$ cat config.mk
export PLATFORM = sky130hd
export DESIGN_NAME = aud_player_top
export DESIGN_NICKNAME = d
export VERILOG_FILES = /design/src/rtl/aud_pkg.sv /design/src/rtl/aud_dsp.sv /design/src/rtl/aud_sample_fetch.sv /design/src/rtl/aud_i2s_tx.sv /design/src/rtl/aud_player_top.sv
export SDC_FILE = /design/constraint.sdc
export NUM_CORES = 2
export LEC_CHECK = 0
export ABC_AREA = 1
export ABC_CLOCK_PERIOD_IN_PS = 28000
export BUFFER_PORTS_ARGS = -buffer_cell sky130_fd_sc_hd__buf_2
export CORE_MARGIN = 3
export CORE_UTILIZATION = 54
export CTS_CLUSTER_SIZE = 40
export DETAILED_ROUTE_END_ITERATION = 10
export PLACE_DENSITY = 0.75
export SYNTH_ARGS = -nofsm -noshare
export SYNTH_HDL_FRONTEND = slang
export SYNTH_SLANG_ARGS = --single-unit
$ cat constraint.sdc
create_clock -name i_clk -period 28 [get_ports i_clk]
set_input_delay 5.6 -clock i_clk [delete_from_list [all_inputs] [get_ports i_clk]]
set_output_delay 5.6 -clock i_clk [all_outputs]
set_load 0.1 [all_outputs]
$ cat src/rtl/aud_pkg.sv
package aud_pkg;

    localparam int ADDR_W     = 20;
    localparam int SAMPLE_W   = 16;
    localparam int SPEED_W    = 4;

    // serializer timing, in i_clk cycles and bit clocks
    localparam int BCLK_DIV   = 2;
    localparam int FRAME_BITS = 32;
    localparam int DIV_W      = $clog2(BCLK_DIV);
    localparam int BCNT_W     = $clog2(FRAME_BITS);

    // floor(65535 / s), entry 0 unused
    localparam logic [15:0] RECIP [16] = '{
        16'h0000, 16'hFFFF, 16'h7FFF, 16'h5555,
        16'h3FFF, 16'h3333, 16'h2AAA, 16'h2492,
        16'h1FFF, 16'h1C71, 16'h1999, 16'h1745,
        16'h1555, 16'h13B1, 16'h1249, 16'h1111
    };

    typedef enum logic [1:0] {
        ST_IDLE    = 2'd0,
        ST_PLAY    = 2'd1,
        ST_PAUSE   = 2'd2,
        ST_REVERSE = 2'd3
    } play_state_e;

    typedef struct packed {
        logic               start;
        logic               pause;
        logic               stop;
        logic               fast;     // skip samples instead of repeating
        logic               reverse;
        logic               interp;   // 1 for linear, 0 for constant
        logic [SPEED_W-1:0] speed;
        logic [ADDR_W-1:0]  end_addr;
    } play_ctrl_t;

    typedef struct packed {
        logic              cyc;
        logic              stb;
        logic [ADDR_W-1:0] adr;
    } wb_req_t;

endpackage

$ cat src/rtl/aud_dsp.sv
`timescale 1ns/1ps

module aud_dsp (
    input  logic                         i_clk,
    input  logic                         i_rst_n,
    input  aud_pkg::play_ctrl_t          i_ctrl,
    input  logic                         i_tick,
    input  logic [aud_pkg::SAMPLE_W-1:0] i_sample,
    output logic [aud_pkg::ADDR_W-1:0]   o_addr,
    output logic [aud_pkg::SAMPLE_W-1:0] o_sample,
    output logic                         o_playing
);

    aud_pkg::play_state_e state_q, state_d;

    logic [aud_pkg::ADDR_W-1:0]   addr_q, addr_d;
    logic [aud_pkg::SAMPLE_W-1:0] out_q, out_d;
    logic [aud_pkg::SAMPLE_W-1:0] prev_q, prev_d;
    logic [aud_pkg::SPEED_W-1:0]  cnt_q, cnt_d;

    logic [aud_pkg::SPEED_W-1:0]  step;
    logic [aud_pkg::ADDR_W:0]     fwd_next;
    logic                         past_end;
    logic                         below_zero;
    logic                         cnt_wrap;

    logic [31:0]                  prod_prev, prod_next;
    logic [aud_pkg::SPEED_W:0]    wt_prev, wt_next;
    logic [aud_pkg::ADDR_W:0]     lin_sum;
    logic [aud_pkg::SAMPLE_W-1:0] slow_out;

    assign step       = i_ctrl.fast ? i_ctrl.speed : aud_pkg::SPEED_W'(1);
    assign fwd_next   = {1'b0, addr_q} + (aud_pkg::ADDR_W + 1)'(step);
    assign past_end   = fwd_next > {1'b0, i_ctrl.end_addr};
    assign below_zero = addr_q < aud_pkg::ADDR_W'(i_ctrl.speed);
    assign cnt_wrap   = ({1'b0, cnt_q} + 5'd1) >= {1'b0, i_ctrl.speed};

    // linear blend of prev and the fetched word, each term scaled by 1/speed
    assign prod_prev = prev_q * aud_pkg::RECIP[i_ctrl.speed];
    assign prod_next = i_sample * aud_pkg::RECIP[i_ctrl.speed];
    assign wt_prev   = {1'b0, i_ctrl.speed} - {1'b0, cnt_q};
    assign wt_next   = {1'b0, cnt_q};
    assign lin_sum   = (aud_pkg::ADDR_W + 1)'(prod_prev[31:16]) * (aud_pkg::ADDR_W + 1)'(wt_prev)
                     + (aud_pkg::ADDR_W + 1)'(prod_next[31:16]) * (aud_pkg::ADDR_W + 1)'(wt_next);
    assign slow_out  = i_ctrl.interp ? lin_sum[aud_pkg::SAMPLE_W-1:0] : prev_q;

    always_comb begin
        state_d = state_q;
        addr_d  = addr_q;
        out_d   = out_q;
        prev_d  = prev_q;
        cnt_d   = cnt_q;

        if (state_q == aud_pkg::ST_IDLE) begin
            addr_d = '0;
            if (i_tick) out_d = '0;
            if (i_ctrl.start) begin  // leaves idle without waiting for a tick
                prev_d = i_sample;
                cnt_d  = '0;
                if (i_ctrl.reverse) begin
                    addr_d  = i_ctrl.end_addr;
                    state_d = aud_pkg::ST_REVERSE;
                end else begin
                    addr_d  = aud_pkg::ADDR_W'(step);
                    state_d = aud_pkg::ST_PLAY;
                end
            end
        end else if (i_tick) begin
            if (i_ctrl.stop) begin
                state_d = aud_pkg::ST_IDLE;
                addr_d  = '0;
                out_d   = '0;
                cnt_d   = '0;
            end else if (i_ctrl.pause) begin
                state_d = aud_pkg::ST_PAUSE;  // position frozen
                out_d   = '0;
            end else if (i_ctrl.reverse) begin
                state_d = aud_pkg::ST_REVERSE;
                out_d   = prev_q;
                prev_d  = i_sample;
                if (below_zero) begin
                    state_d = aud_pkg::ST_IDLE;
                    addr_d  = '0;
                end else begin
                    addr_d  = addr_q - aud_pkg::ADDR_W'(i_ctrl.speed);
                end
            end else if (i_ctrl.fast) begin
                state_d = aud_pkg::ST_PLAY;
                out_d   = prev_q;
                prev_d  = i_sample;
                if (past_end) begin
                    state_d = aud_pkg::ST_IDLE;
                    addr_d  = '0;
                end else begin
                    addr_d  = fwd_next[aud_pkg::ADDR_W-1:0];
                end
            end else begin
                state_d = aud_pkg::ST_PLAY;
                out_d   = slow_out;
                if (cnt_wrap) begin
                    cnt_d = '0;
                    if (past_end) begin
                        state_d = aud_pkg::ST_IDLE;
                        addr_d  = '0;
                    end else begin
                        addr_d = fwd_next[aud_pkg::ADDR_W-1:0];
                        prev_d = i_sample;
                    end
                end else begin
                    cnt_d = cnt_q + 1'b1;
                end
            end
        end
    end

    always_ff @(posedge i_clk or negedge i_rst_n) begin
        if (!i_rst_n) begin
            state_q <= aud_pkg::ST_IDLE;
            addr_q  <= '0;
            out_q   <= '0;
            cnt_q   <= '0;
        end else begin
            state_q <= state_d;
            addr_q  <= addr_d;
            out_q   <= out_d;
            cnt_q   <= cnt_d;
        end
    end

    always_ff @(posedge i_clk) begin
        prev_q <= prev_d;
    end

    assign o_addr    = addr_q;
    assign o_sample  = out_q;
    assign o_playing = (state_q == aud_pkg::ST_PLAY) || (state_q == aud_pkg::ST_REVERSE);

endmodule

$ cat src/rtl/aud_sample_fetch.sv
`timescale 1ns/1ps

module aud_sample_fetch (
    input  logic                         i_clk,
    input  logic                         i_rst_n,
    input  logic [aud_pkg::ADDR_W-1:0]   i_addr,
    output aud_pkg::wb_req_t             o_wb,
    input  logic [aud_pkg::SAMPLE_W-1:0] i_wb_dat,
    input  logic                         i_wb_ack,
    output logic [aud_pkg::SAMPLE_W-1:0] o_sample,
    output logic                         o_sample_vld
);

    aud_pkg::wb_req_t wb_q;

    logic [aud_pkg::ADDR_W-1:0]   last_addr_q;
    logic [aud_pkg::SAMPLE_W-1:0] sample_q;
    logic                         have_q;   // last_addr_q holds a fetched address
    logic                         vld_q;
    logic                         need;
    logic                         done;

    assign need = !have_q || (i_addr != last_addr_q);
    assign done = wb_q.cyc && i_wb_ack;

    always_ff @(posedge i_clk or negedge i_rst_n) begin
        if (!i_rst_n) begin
            wb_q   <= '0;
            have_q <= 1'b0;
            vld_q  <= 1'b0;
        end else begin
            vld_q <= done;
            if (wb_q.cyc) begin
                if (i_wb_ack) begin  // data taken this cycle
                    wb_q.cyc <= 1'b0;
                    wb_q.stb <= 1'b0;
                    have_q   <= 1'b1;
                end
            end else if (need) begin
                wb_q.cyc <= 1'b1;
                wb_q.stb <= 1'b1;
                wb_q.adr <= i_addr;  // held until ack
            end
        end
    end

    // a change of i_addr during the cycle is picked up after the ack
    always_ff @(posedge i_clk) begin
        if (done) begin
            sample_q    <= i_wb_dat;
            last_addr_q <= wb_q.adr;
        end
    end

    assign o_wb         = wb_q;
    assign o_sample     = sample_q;
    assign o_sample_vld = vld_q;

endmodule

$ cat src/rtl/aud_i2s_tx.sv
`timescale 1ns/1ps

module aud_i2s_tx (
    input  logic                         i_clk,
    input  logic                         i_rst_n,
    input  logic [aud_pkg::SAMPLE_W-1:0] i_sample,
    output logic                         o_bclk,
    output logic                         o_lrck,
    output logic                         o_sdata,
    output logic                         o_frame_tick
);

    logic [aud_pkg::DIV_W-1:0]    div_q;
    logic [aud_pkg::BCNT_W-1:0]   bit_q;
    logic [aud_pkg::SAMPLE_W-1:0] shift_q;
    logic [aud_pkg::SAMPLE_W-1:0] hold_q;   // replayed in the right half
    logic                         bclk_q;
    logic                         tick_q;

    logic                         div_wrap;
    logic                         bclk_fall;
    logic                         frame_end;
    logic                         half_end;

    assign div_wrap  = div_q == aud_pkg::DIV_W'(aud_pkg::BCLK_DIV - 1);
    assign bclk_fall = div_wrap && bclk_q;
    assign frame_end = bit_q == aud_pkg::BCNT_W'(aud_pkg::FRAME_BITS - 1);
    assign half_end  = bit_q == aud_pkg::BCNT_W'(aud_pkg::FRAME_BITS / 2 - 1);

    always_ff @(posedge i_clk or negedge i_rst_n) begin
        if (!i_rst_n) begin
            div_q  <= '0;
            bclk_q <= 1'b0;
            bit_q  <= '0;
            tick_q <= 1'b0;
        end else begin
            tick_q <= bclk_fall && frame_end;  // high while lrck is newly low
            div_q  <= div_wrap ? '0 : div_q + 1'b1;
            if (div_wrap) bclk_q <= ~bclk_q;
            if (bclk_fall) bit_q <= bit_q + 1'b1;
        end
    end

    always_ff @(posedge i_clk or negedge i_rst_n) begin
        if (!i_rst_n) begin
            shift_q <= '0;
            hold_q  <= '0;
        end else if (bclk_fall) begin
            if (frame_end) begin
                shift_q <= i_sample;  // dsp output before this tick
                hold_q  <= i_sample;
            end else if (half_end) begin
                shift_q <= hold_q;
            end else begin
                shift_q <= shift_q << 1;
            end
        end
    end

    assign o_bclk       = bclk_q;
    assign o_lrck       = bit_q[aud_pkg::BCNT_W-1];
    assign o_sdata      = shift_q[aud_pkg::SAMPLE_W-1];  // msb first
    assign o_frame_tick = tick_q;

endmodule

$ cat src/rtl/aud_player_top.sv
`timescale 1ns/1ps

module aud_player_top (
    input  logic                         i_clk,
    input  logic                         i_rst_n,
    input  logic                         i_start,
    input  logic                         i_pause,
    input  logic                         i_stop,
    input  logic                         i_fast,
    input  logic                         i_reverse,
    input  logic                         i_interp,
    input  logic [3:0]                   i_speed,
    input  logic [aud_pkg::ADDR_W-1:0]   i_end_addr,
    output logic                         o_wb_cyc,
    output logic                         o_wb_stb,
    output logic [aud_pkg::ADDR_W-1:0]   o_wb_adr,
    input  logic [aud_pkg::SAMPLE_W-1:0] i_wb_dat,
    input  logic                         i_wb_ack,
    output logic                         o_bclk,
    output logic                         o_lrck,
    output logic                         o_sdata,
    output logic                         o_playing
);

    aud_pkg::play_ctrl_t ctrl;
    aud_pkg::wb_req_t    wb_req;

    logic [aud_pkg::ADDR_W-1:0]   play_addr;
    logic [aud_pkg::SAMPLE_W-1:0] fetched;
    logic [aud_pkg::SAMPLE_W-1:0] dsp_out;
    logic                         frame_tick;

    assign ctrl = '{
        start:    i_start,
        pause:    i_pause,
        stop:     i_stop,
        fast:     i_fast,
        reverse:  i_reverse,
        interp:   i_interp,
        speed:    i_speed,
        end_addr: i_end_addr
    };

    aud_dsp u_dsp (
        .i_clk     (i_clk),
        .i_rst_n   (i_rst_n),
        .i_ctrl    (ctrl),
        .i_tick    (frame_tick),
        .i_sample  (fetched),
        .o_addr    (play_addr),
        .o_sample  (dsp_out),
        .o_playing (o_playing)
    );

    aud_sample_fetch u_fetch (
        .i_clk        (i_clk),
        .i_rst_n      (i_rst_n),
        .i_addr       (play_addr),
        .o_wb         (wb_req),
        .i_wb_dat     (i_wb_dat),
        .i_wb_ack     (i_wb_ack),
        .o_sample     (fetched),
        .o_sample_vld ()
    );

    aud_i2s_tx u_i2s (
        .i_clk        (i_clk),
        .i_rst_n      (i_rst_n),
        .i_sample     (dsp_out),
        .o_bclk       (o_bclk),
        .o_lrck       (o_lrck),
        .o_sdata      (o_sdata),
        .o_frame_tick (frame_tick)
    );

    assign o_wb_cyc = wb_req.cyc;
    assign o_wb_stb = wb_req.stb;
    assign o_wb_adr = wb_req.adr;

endmodule

# After elaboration in Yosys (flattened, before gate mapping)
# Memory sizes are Yosys's and may differ from the RTL's.
# Cells that the tools add are included.
word_totals:
  output_inout_bits: 26
  n_memories: 1
  romBits: 256
  word_cells: 125
  input_bits: 49
  regBits: 157
memory_table:
  columns: ["memory", "depth", "word_bits", "read_ports", "rd_clocked_by_memory_dff", "write_ports", "line_no", "rtl"]
  rows:
  - ["(no name shown)", 16, 16, 1, 0, 0, "aud_dsp.sv:39", "assign prod_prev = prev_q * aud_pkg::RECIP[i_ctrl.speed];"]
op_classes:
  add_sub_neg: 8
  multipliers: 4
  n_eq_ne: 13
  order_cmp: 4
  bitwise_logic: 3
  muxes: 56
  n_reduce_logical: 19
ops:
  columns: ["cell", "count"]
  rows:
  - ["16-bit 2-to-1 mux", 21]
  - ["20-bit 2-to-1 mux", 11]
  - ["16-bit by 16-bit multiplier with 32-bit output", 2]
  - ["4-bit 2-to-1 mux", 9]
  - ["2-bit 2-to-1 mux", 11]
  - ["22-bit 2-to-1 mux", 1]
  - ["20-bit by 4-bit adder with 21-bit output", 1]
  - ["21-bit by 20-bit > comparator with 1-bit output", 1]
  - ["20-bit by 4-bit less-than comparator with 1-bit output", 1]
  - ["20-bit inequality test", 1]
  - ["20-bit by 4-bit subtractor with 20-bit output", 1]
  - ["16-bit adder", 1]
  - ["16-bit by 4-bit multiplier with 16-bit output", 1]
  - ["16-bit by 5-bit multiplier with 16-bit output", 1]
  - ["2-bit AND reduction", 5]
  - ["3-bit by 2-bit inequality test with 1-bit output, second input constant", 2]
  - ["6-bit AND reduction", 1]
  - ["4-bit by 1-bit adder with 5-bit output, second input constant", 1]
  - ["5-bit by 1-bit adder with 5-bit output, second input constant", 1]
  - ["5-bit by 4-bit equality test with 1-bit output, second input constant", 1]
  - ["5-bit equality test, second input constant", 1]
  - ["5-bit by 4-bit >= comparator with 1-bit output", 1]
  - ["5-bit >= comparator, second input constant", 1]
  - ["4-bit NOT with 5-bit output", 1]
  - ["20 further kinds", 29]

# Logic depth before layout (Yosys ltp)
depth:
  word_depth: 14
  ltp_mapped: 62
  mapped_depth_nobuf: 61

# By module
# A second synthesis with hierarchy kept.
hier_totals:
  hier_cells: 3662
  area_unflattened_um2: 28937.8
by_module_without_submodules:
  columns: ["module", "cells_each", "seq_area_each_um2", "instances", "area_per_inst_um2"]
  rows:
  - ["aud_dsp", 3194, 1531.5, 1, 24669.9]
  - ["aud_sample_fetch", 242, 1681.6, 1, 2437.3]
  - ["aud_i2s_tx", 226, 1001.0, 1, 1830.5]

# Worst setup path before layout
# No wires, ideal clock.
synth_path:
  kind: "input to register"
  from: "in i_speed[1]"
  to: "reg u_dsp.out_q (netlist bit u_dsp.o_sample[14])"
  slack_ps: 12502
  setup_time_ps: 124
  stages: 51
  t_required_ps: 27876
  n_path_buf: 1
  arrival_ps: 15374
  path_cell_list: "inv_1 -> ha_1 -> nor2_1 -> inv_1 -> nand3_1 -> nand2_1 -> inv_1 -> clkbuf_1 -> nand2_1 -> fa_1 -> fa_1 -> inv_1 -> fa_1 -> fa_1 -> fa_1 -> inv_1 -> fa_1 -> inv_1 -> (+15 left out) -> fa_1 -> inv_1 -> ha_1 -> a21oi_1 -> o221ai_1 -> nand2_1 -> nand2_1 -> a21oi_1 -> nor2_1 -> o21ai_0 -> nand2_1 -> a21oi_1 -> nor2_1 -> nor2_1 -> xor2_1 -> nand2_1 -> o211ai_1 -> nand2_1"
synth_via:
  elab_chain_len: 14
  elab_cells_between_ends: 17
  classes_between: "add/sub (2); mul (4); mux (9); bitwise (1); memory (1)"
synth_lines:
  columns: ["item", "line_no", "rtl"]
  rows:
  - ["start: declaration", "aud_player_top.sv:12", "input logic [3:0] i_speed,"]
  - ["4-bit NOT with 5-bit output (not written as such)", "aud_dsp.sv:39, aud_dsp.sv:40", null]
  - ["memory 16 x 16 bit", null, null]
  - ["16-bit 2-to-1 mux (not written as such) (2 in a row)", "aud_dsp.sv:39", null]
  - ["16-bit by 16-bit multiplier with 32-bit output, on equally long branches", "aud_dsp.sv:39, aud_dsp.sv:40", null]
  - ["16-bit by 5-bit multiplier with 16-bit output / 16-bit by 4-bit multiplier with 16-bit output (equally long branches)", "aud_dsp.sv:43, aud_dsp.sv:44", null]
  - ["16-bit adder (*)", "aud_dsp.sv:44", "+ (aud_pkg::ADDR_W + 1)'(prod_next[31:16]) * (aud_pkg::ADDR_W + 1)'(wt_next);"]
  - ["16-bit 2-to-1 mux (*)", "aud_dsp.sv:45", "assign slow_out = i_ctrl.interp ? lin_sum[aud_pkg::SAMPLE_W-1:0] : prev_q;"]
  - ["16-bit 2-to-1 mux (*)", "aud_dsp.sv:87", "end else if (i_ctrl.fast) begin"]
  - ["16-bit 2-to-1 mux (*)", "aud_dsp.sv:77", "end else if (i_ctrl.reverse) begin"]
  - ["16-bit 2-to-1 mux (*)", "aud_dsp.sv:74", "end else if (i_ctrl.pause) begin"]
  - ["16-bit 2-to-1 mux (*)", "aud_dsp.sv:69", "if (i_ctrl.stop) begin"]
  - ["16-bit 2-to-1 mux (*)", "aud_dsp.sv:68", "end else if (i_tick) begin"]
  - ["16-bit 2-to-1 mux (*)", "aud_dsp.sv:54", "if (state_q == aud_pkg::ST_IDLE) begin"]
  - ["end signal: assignment", "aud_dsp.sv:125", "out_q <= out_d;"]
  - ["end: declaration", "aud_dsp.sv:17", "logic [aud_pkg::SAMPLE_W-1:0] out_q, out_d;"]
# Every way passes the cells marked *; elsewhere a longest branch is shown, timed or not. The select of a mux whose other input is x is not followed.
# A chain may end at the register's enable or synchronous reset.

# Worst setup path after layout
layout_path:
  from: "in i_speed[1]"
  to: "reg u_dsp.out_q (netlist bit u_dsp.o_sample[15])"
# The elaborated chain is that of the path after synthesis.

==> impl_metrics.ini <==
[status]
status = finished, final reports clean

[detailed_routing]
route.vias.total = 23860
viasPerCell = 5.645
post_drt_wl_per_cell_um = 20.17
drt_iter0_drc = 2358
drc = 0
final_antenna_net_count = 0
first_pass_iters = 6
postRouteWirelength_mm = 85.27

[synthesis]
avgSynthCellArea_um2 = 8.082
synth_simple_gate_area_share_pct = 17.78
synth_xor_xnor_area_share_pct = 2.527
ys.flop_type = dfrtp_1
synth_edf_count = 52
yosysUniqueCellTypes = 54
synth-seq-area-share_pct = 14.74
async_flop_share_pct = 66.88
yosys-top-cells-area = fa_1 (33%), ha_1 (12%), inv_1 (10%)
yosysWarningCount = 0
synthAdderAreaFrac_pct = 45.40
synth_seq_cells = 157
syn_nets = 4313
synth.most_common_cell = inv_1
synth_top_area_share_pct = 33.38
muxShareOfSynthArea_pct = 0.07483
yosys-top-cells-count = inv_1 (786), nand2_1 (662), fa_1 (474)
synth_area_mm2 = 0.02843
synth_cells = 3517
synth-compound-area-share_pct = 7.430
synth_top_family_by_area = adder cells
synth_top_area_cell = fa_1

[clocking]
cts_root_buffer = clkbuf_16
clock_latency_ns = 0.50
hold_buffers = 0
cts_resized = 0
numCtsBuffers = 17
cts_htree_levels = 4
cts_tree = done
cts_sinks = 157
postCtsSetupRepairBufs = 0
clockBufferDepth = 2
cts.clk_slew.worst_paths_ns = 0.07

[die]
die_area_mm2 = 0.05543
fp-row-count = 83
core_mm2 = 0.05172
pin_count = 75
die_w_um = 235.4
die_h_um = 235.4
start_util_pct = 54.96

[sta]
final.setup_skew_ns = 0.02301
period_minus_slack_ns = 17.69
tightestPinTransition_ns = 1.156
fmax_ghz = 0.05652
finalCritPeriodShare_pct = 63.18
setup_viol = 0
hold_viol = 0
grt_setup_unrepaired = no
slew_headroom_pct = 22.94
slew_viol_final = 0
tns_ns = 0

[worst_setup_path]
cp_data_arrival_time_ns = 18.07
startpoint_type = input pin
critPathKind = in2reg
cp_max_fo = 12
max_stage_delay_ns = 0.81
critPathRequiredTime_ns = 28.38
crit_path_end_kind = register
cp_slowest_cell = inv_1
critPathMostFrequentCell = inv_1

[job]
maxCapViolations = 0

[placed_design]
io_buffers = 74
gp_congestion = 0.9918
dp_hpwl_mm = 68.56

[final_layout]
finish.net_count = 4328
layout-drive-gt1-share_pct = 4.880
area_delta_synth_final_pct = 5.775
final_util_pct = 58.14

[hold_path]
hp-class = reg2reg

[global_route]
grt_max_degree = 56
grt_pass1_vias = 24220
grt_pass1_wl_mm = 135.4
grt_usage_pct = 31.50
gr-total-overflow = 0
antenna_found_initial = 4
==> cell families after synthesis <==
group / after synthesis
fa+ha+maj: 747
mux: 2
buf+inv: 909
flops: 157
simple gates: 1261
xor+xnor: 82
compound gates: 359
==> routing by layer <==
metal | up-vias | GRT usage (%) | share of wire, %
met3 | 282 | 8.997 | 12
met4 | 4 | 13.02 | 4.9
li1 | 10720 | - | -
met5 | - | 0 | 0.032
met2 | 1324 | 47.91 | 44
met1 | 11530 | 42.56 | 40
==> area by class of cell <==
class / count / area [um^2]
timing repair buffer: 98 / 553.0
tap: 680 / 850.8
antenna: 2 / 5.005
inverter: 807 / 3032
fill: 4704 / 21650
clock buffer: 17 / 425.4
clock inverter: 15 / 163.9
multi-input combinational: 2451 / 20850
sequential: 157 / 4189
==> path summary, 6_finish.rpt <==
path / start / depth (start not counted) / slack (ns) / endpoint
min in group asynchronous: i_rst_n / 1 / 5.14 / u_i2s.div_q
worst min-delay path: u_i2s.div_q / 1 / 0.45 / u_i2s.div_q
worst min register to register: u_i2s.div_q / 1 / 0.45 / u_i2s.div_q
worst max-delay path: i_speed[1] / 54 / 10.31 / u_dsp.o_sample[15]
worst max register to register: u_dsp.prev_q[3] / 48 / 16.75 / u_dsp.o_sample[15]
max in group asynchronous: i_rst_n / 2 / 21.67 / u_dsp.o_addr[3]
==> sequential cells by signal, summed over array words and instances, names as in the netlist <==
signal,cells
u_fetch.last_addr_q,20
u_i2s.hold_q,16
u_dsp.cnt_q,4
u_i2s.o_bclk,1
u_fetch.have_q,1
u_dsp.o_sample,16
u_i2s.div_q,1
u_i2s.shift_q,16
u_dsp.state_q,2
u_fetch.o_wb,22
u_i2s.bit_q,5
u_dsp.prev_q,16
u_dsp.o_addr,20
u_i2s.o_frame_tick,1
u_fetch.o_sample,16
==> critical path, delay by kind of cell <==
kind                       cells  cell delay, ns
adders and majority gates     13            6.00
xor gates and xnor gates       1            0.27
AOI/OAI and AO/OA              8            1.36
buffers and inverters         14            2.30
and+or+nand+nor               18            2.52
==> through the flow <==
stage	instance area (um^2)	setup WS [ns]	std cells	hold WS, ns
detailed placement	29470	10.14	4193	0.4404
global route	30070	9.647	4226	0.4794
floorplan	28430	12.50	3517	0.4168
finish	30070	10.31	4227	0.4488
CTS	30060	10.69	4225	0.4493
global placement	29470	10.13	4193	0.4306
==> placed cells by master, fill, tap and decap left out, drive strengths merged, types with 18 or more instances in the layout <==
master,count
buf,98
dfrtp,105
nor2,453
edfxtp,52
nand3,82
nand4,18
inv,804
xor2,60
ha,273
clkinv,18
a21oi,129
o21ai,116
fa,474
nand2,672
xnor2,22
Power is not shown: default switching activity piles up to over one toggle a cycle in this logic, so the estimate is an artifact.
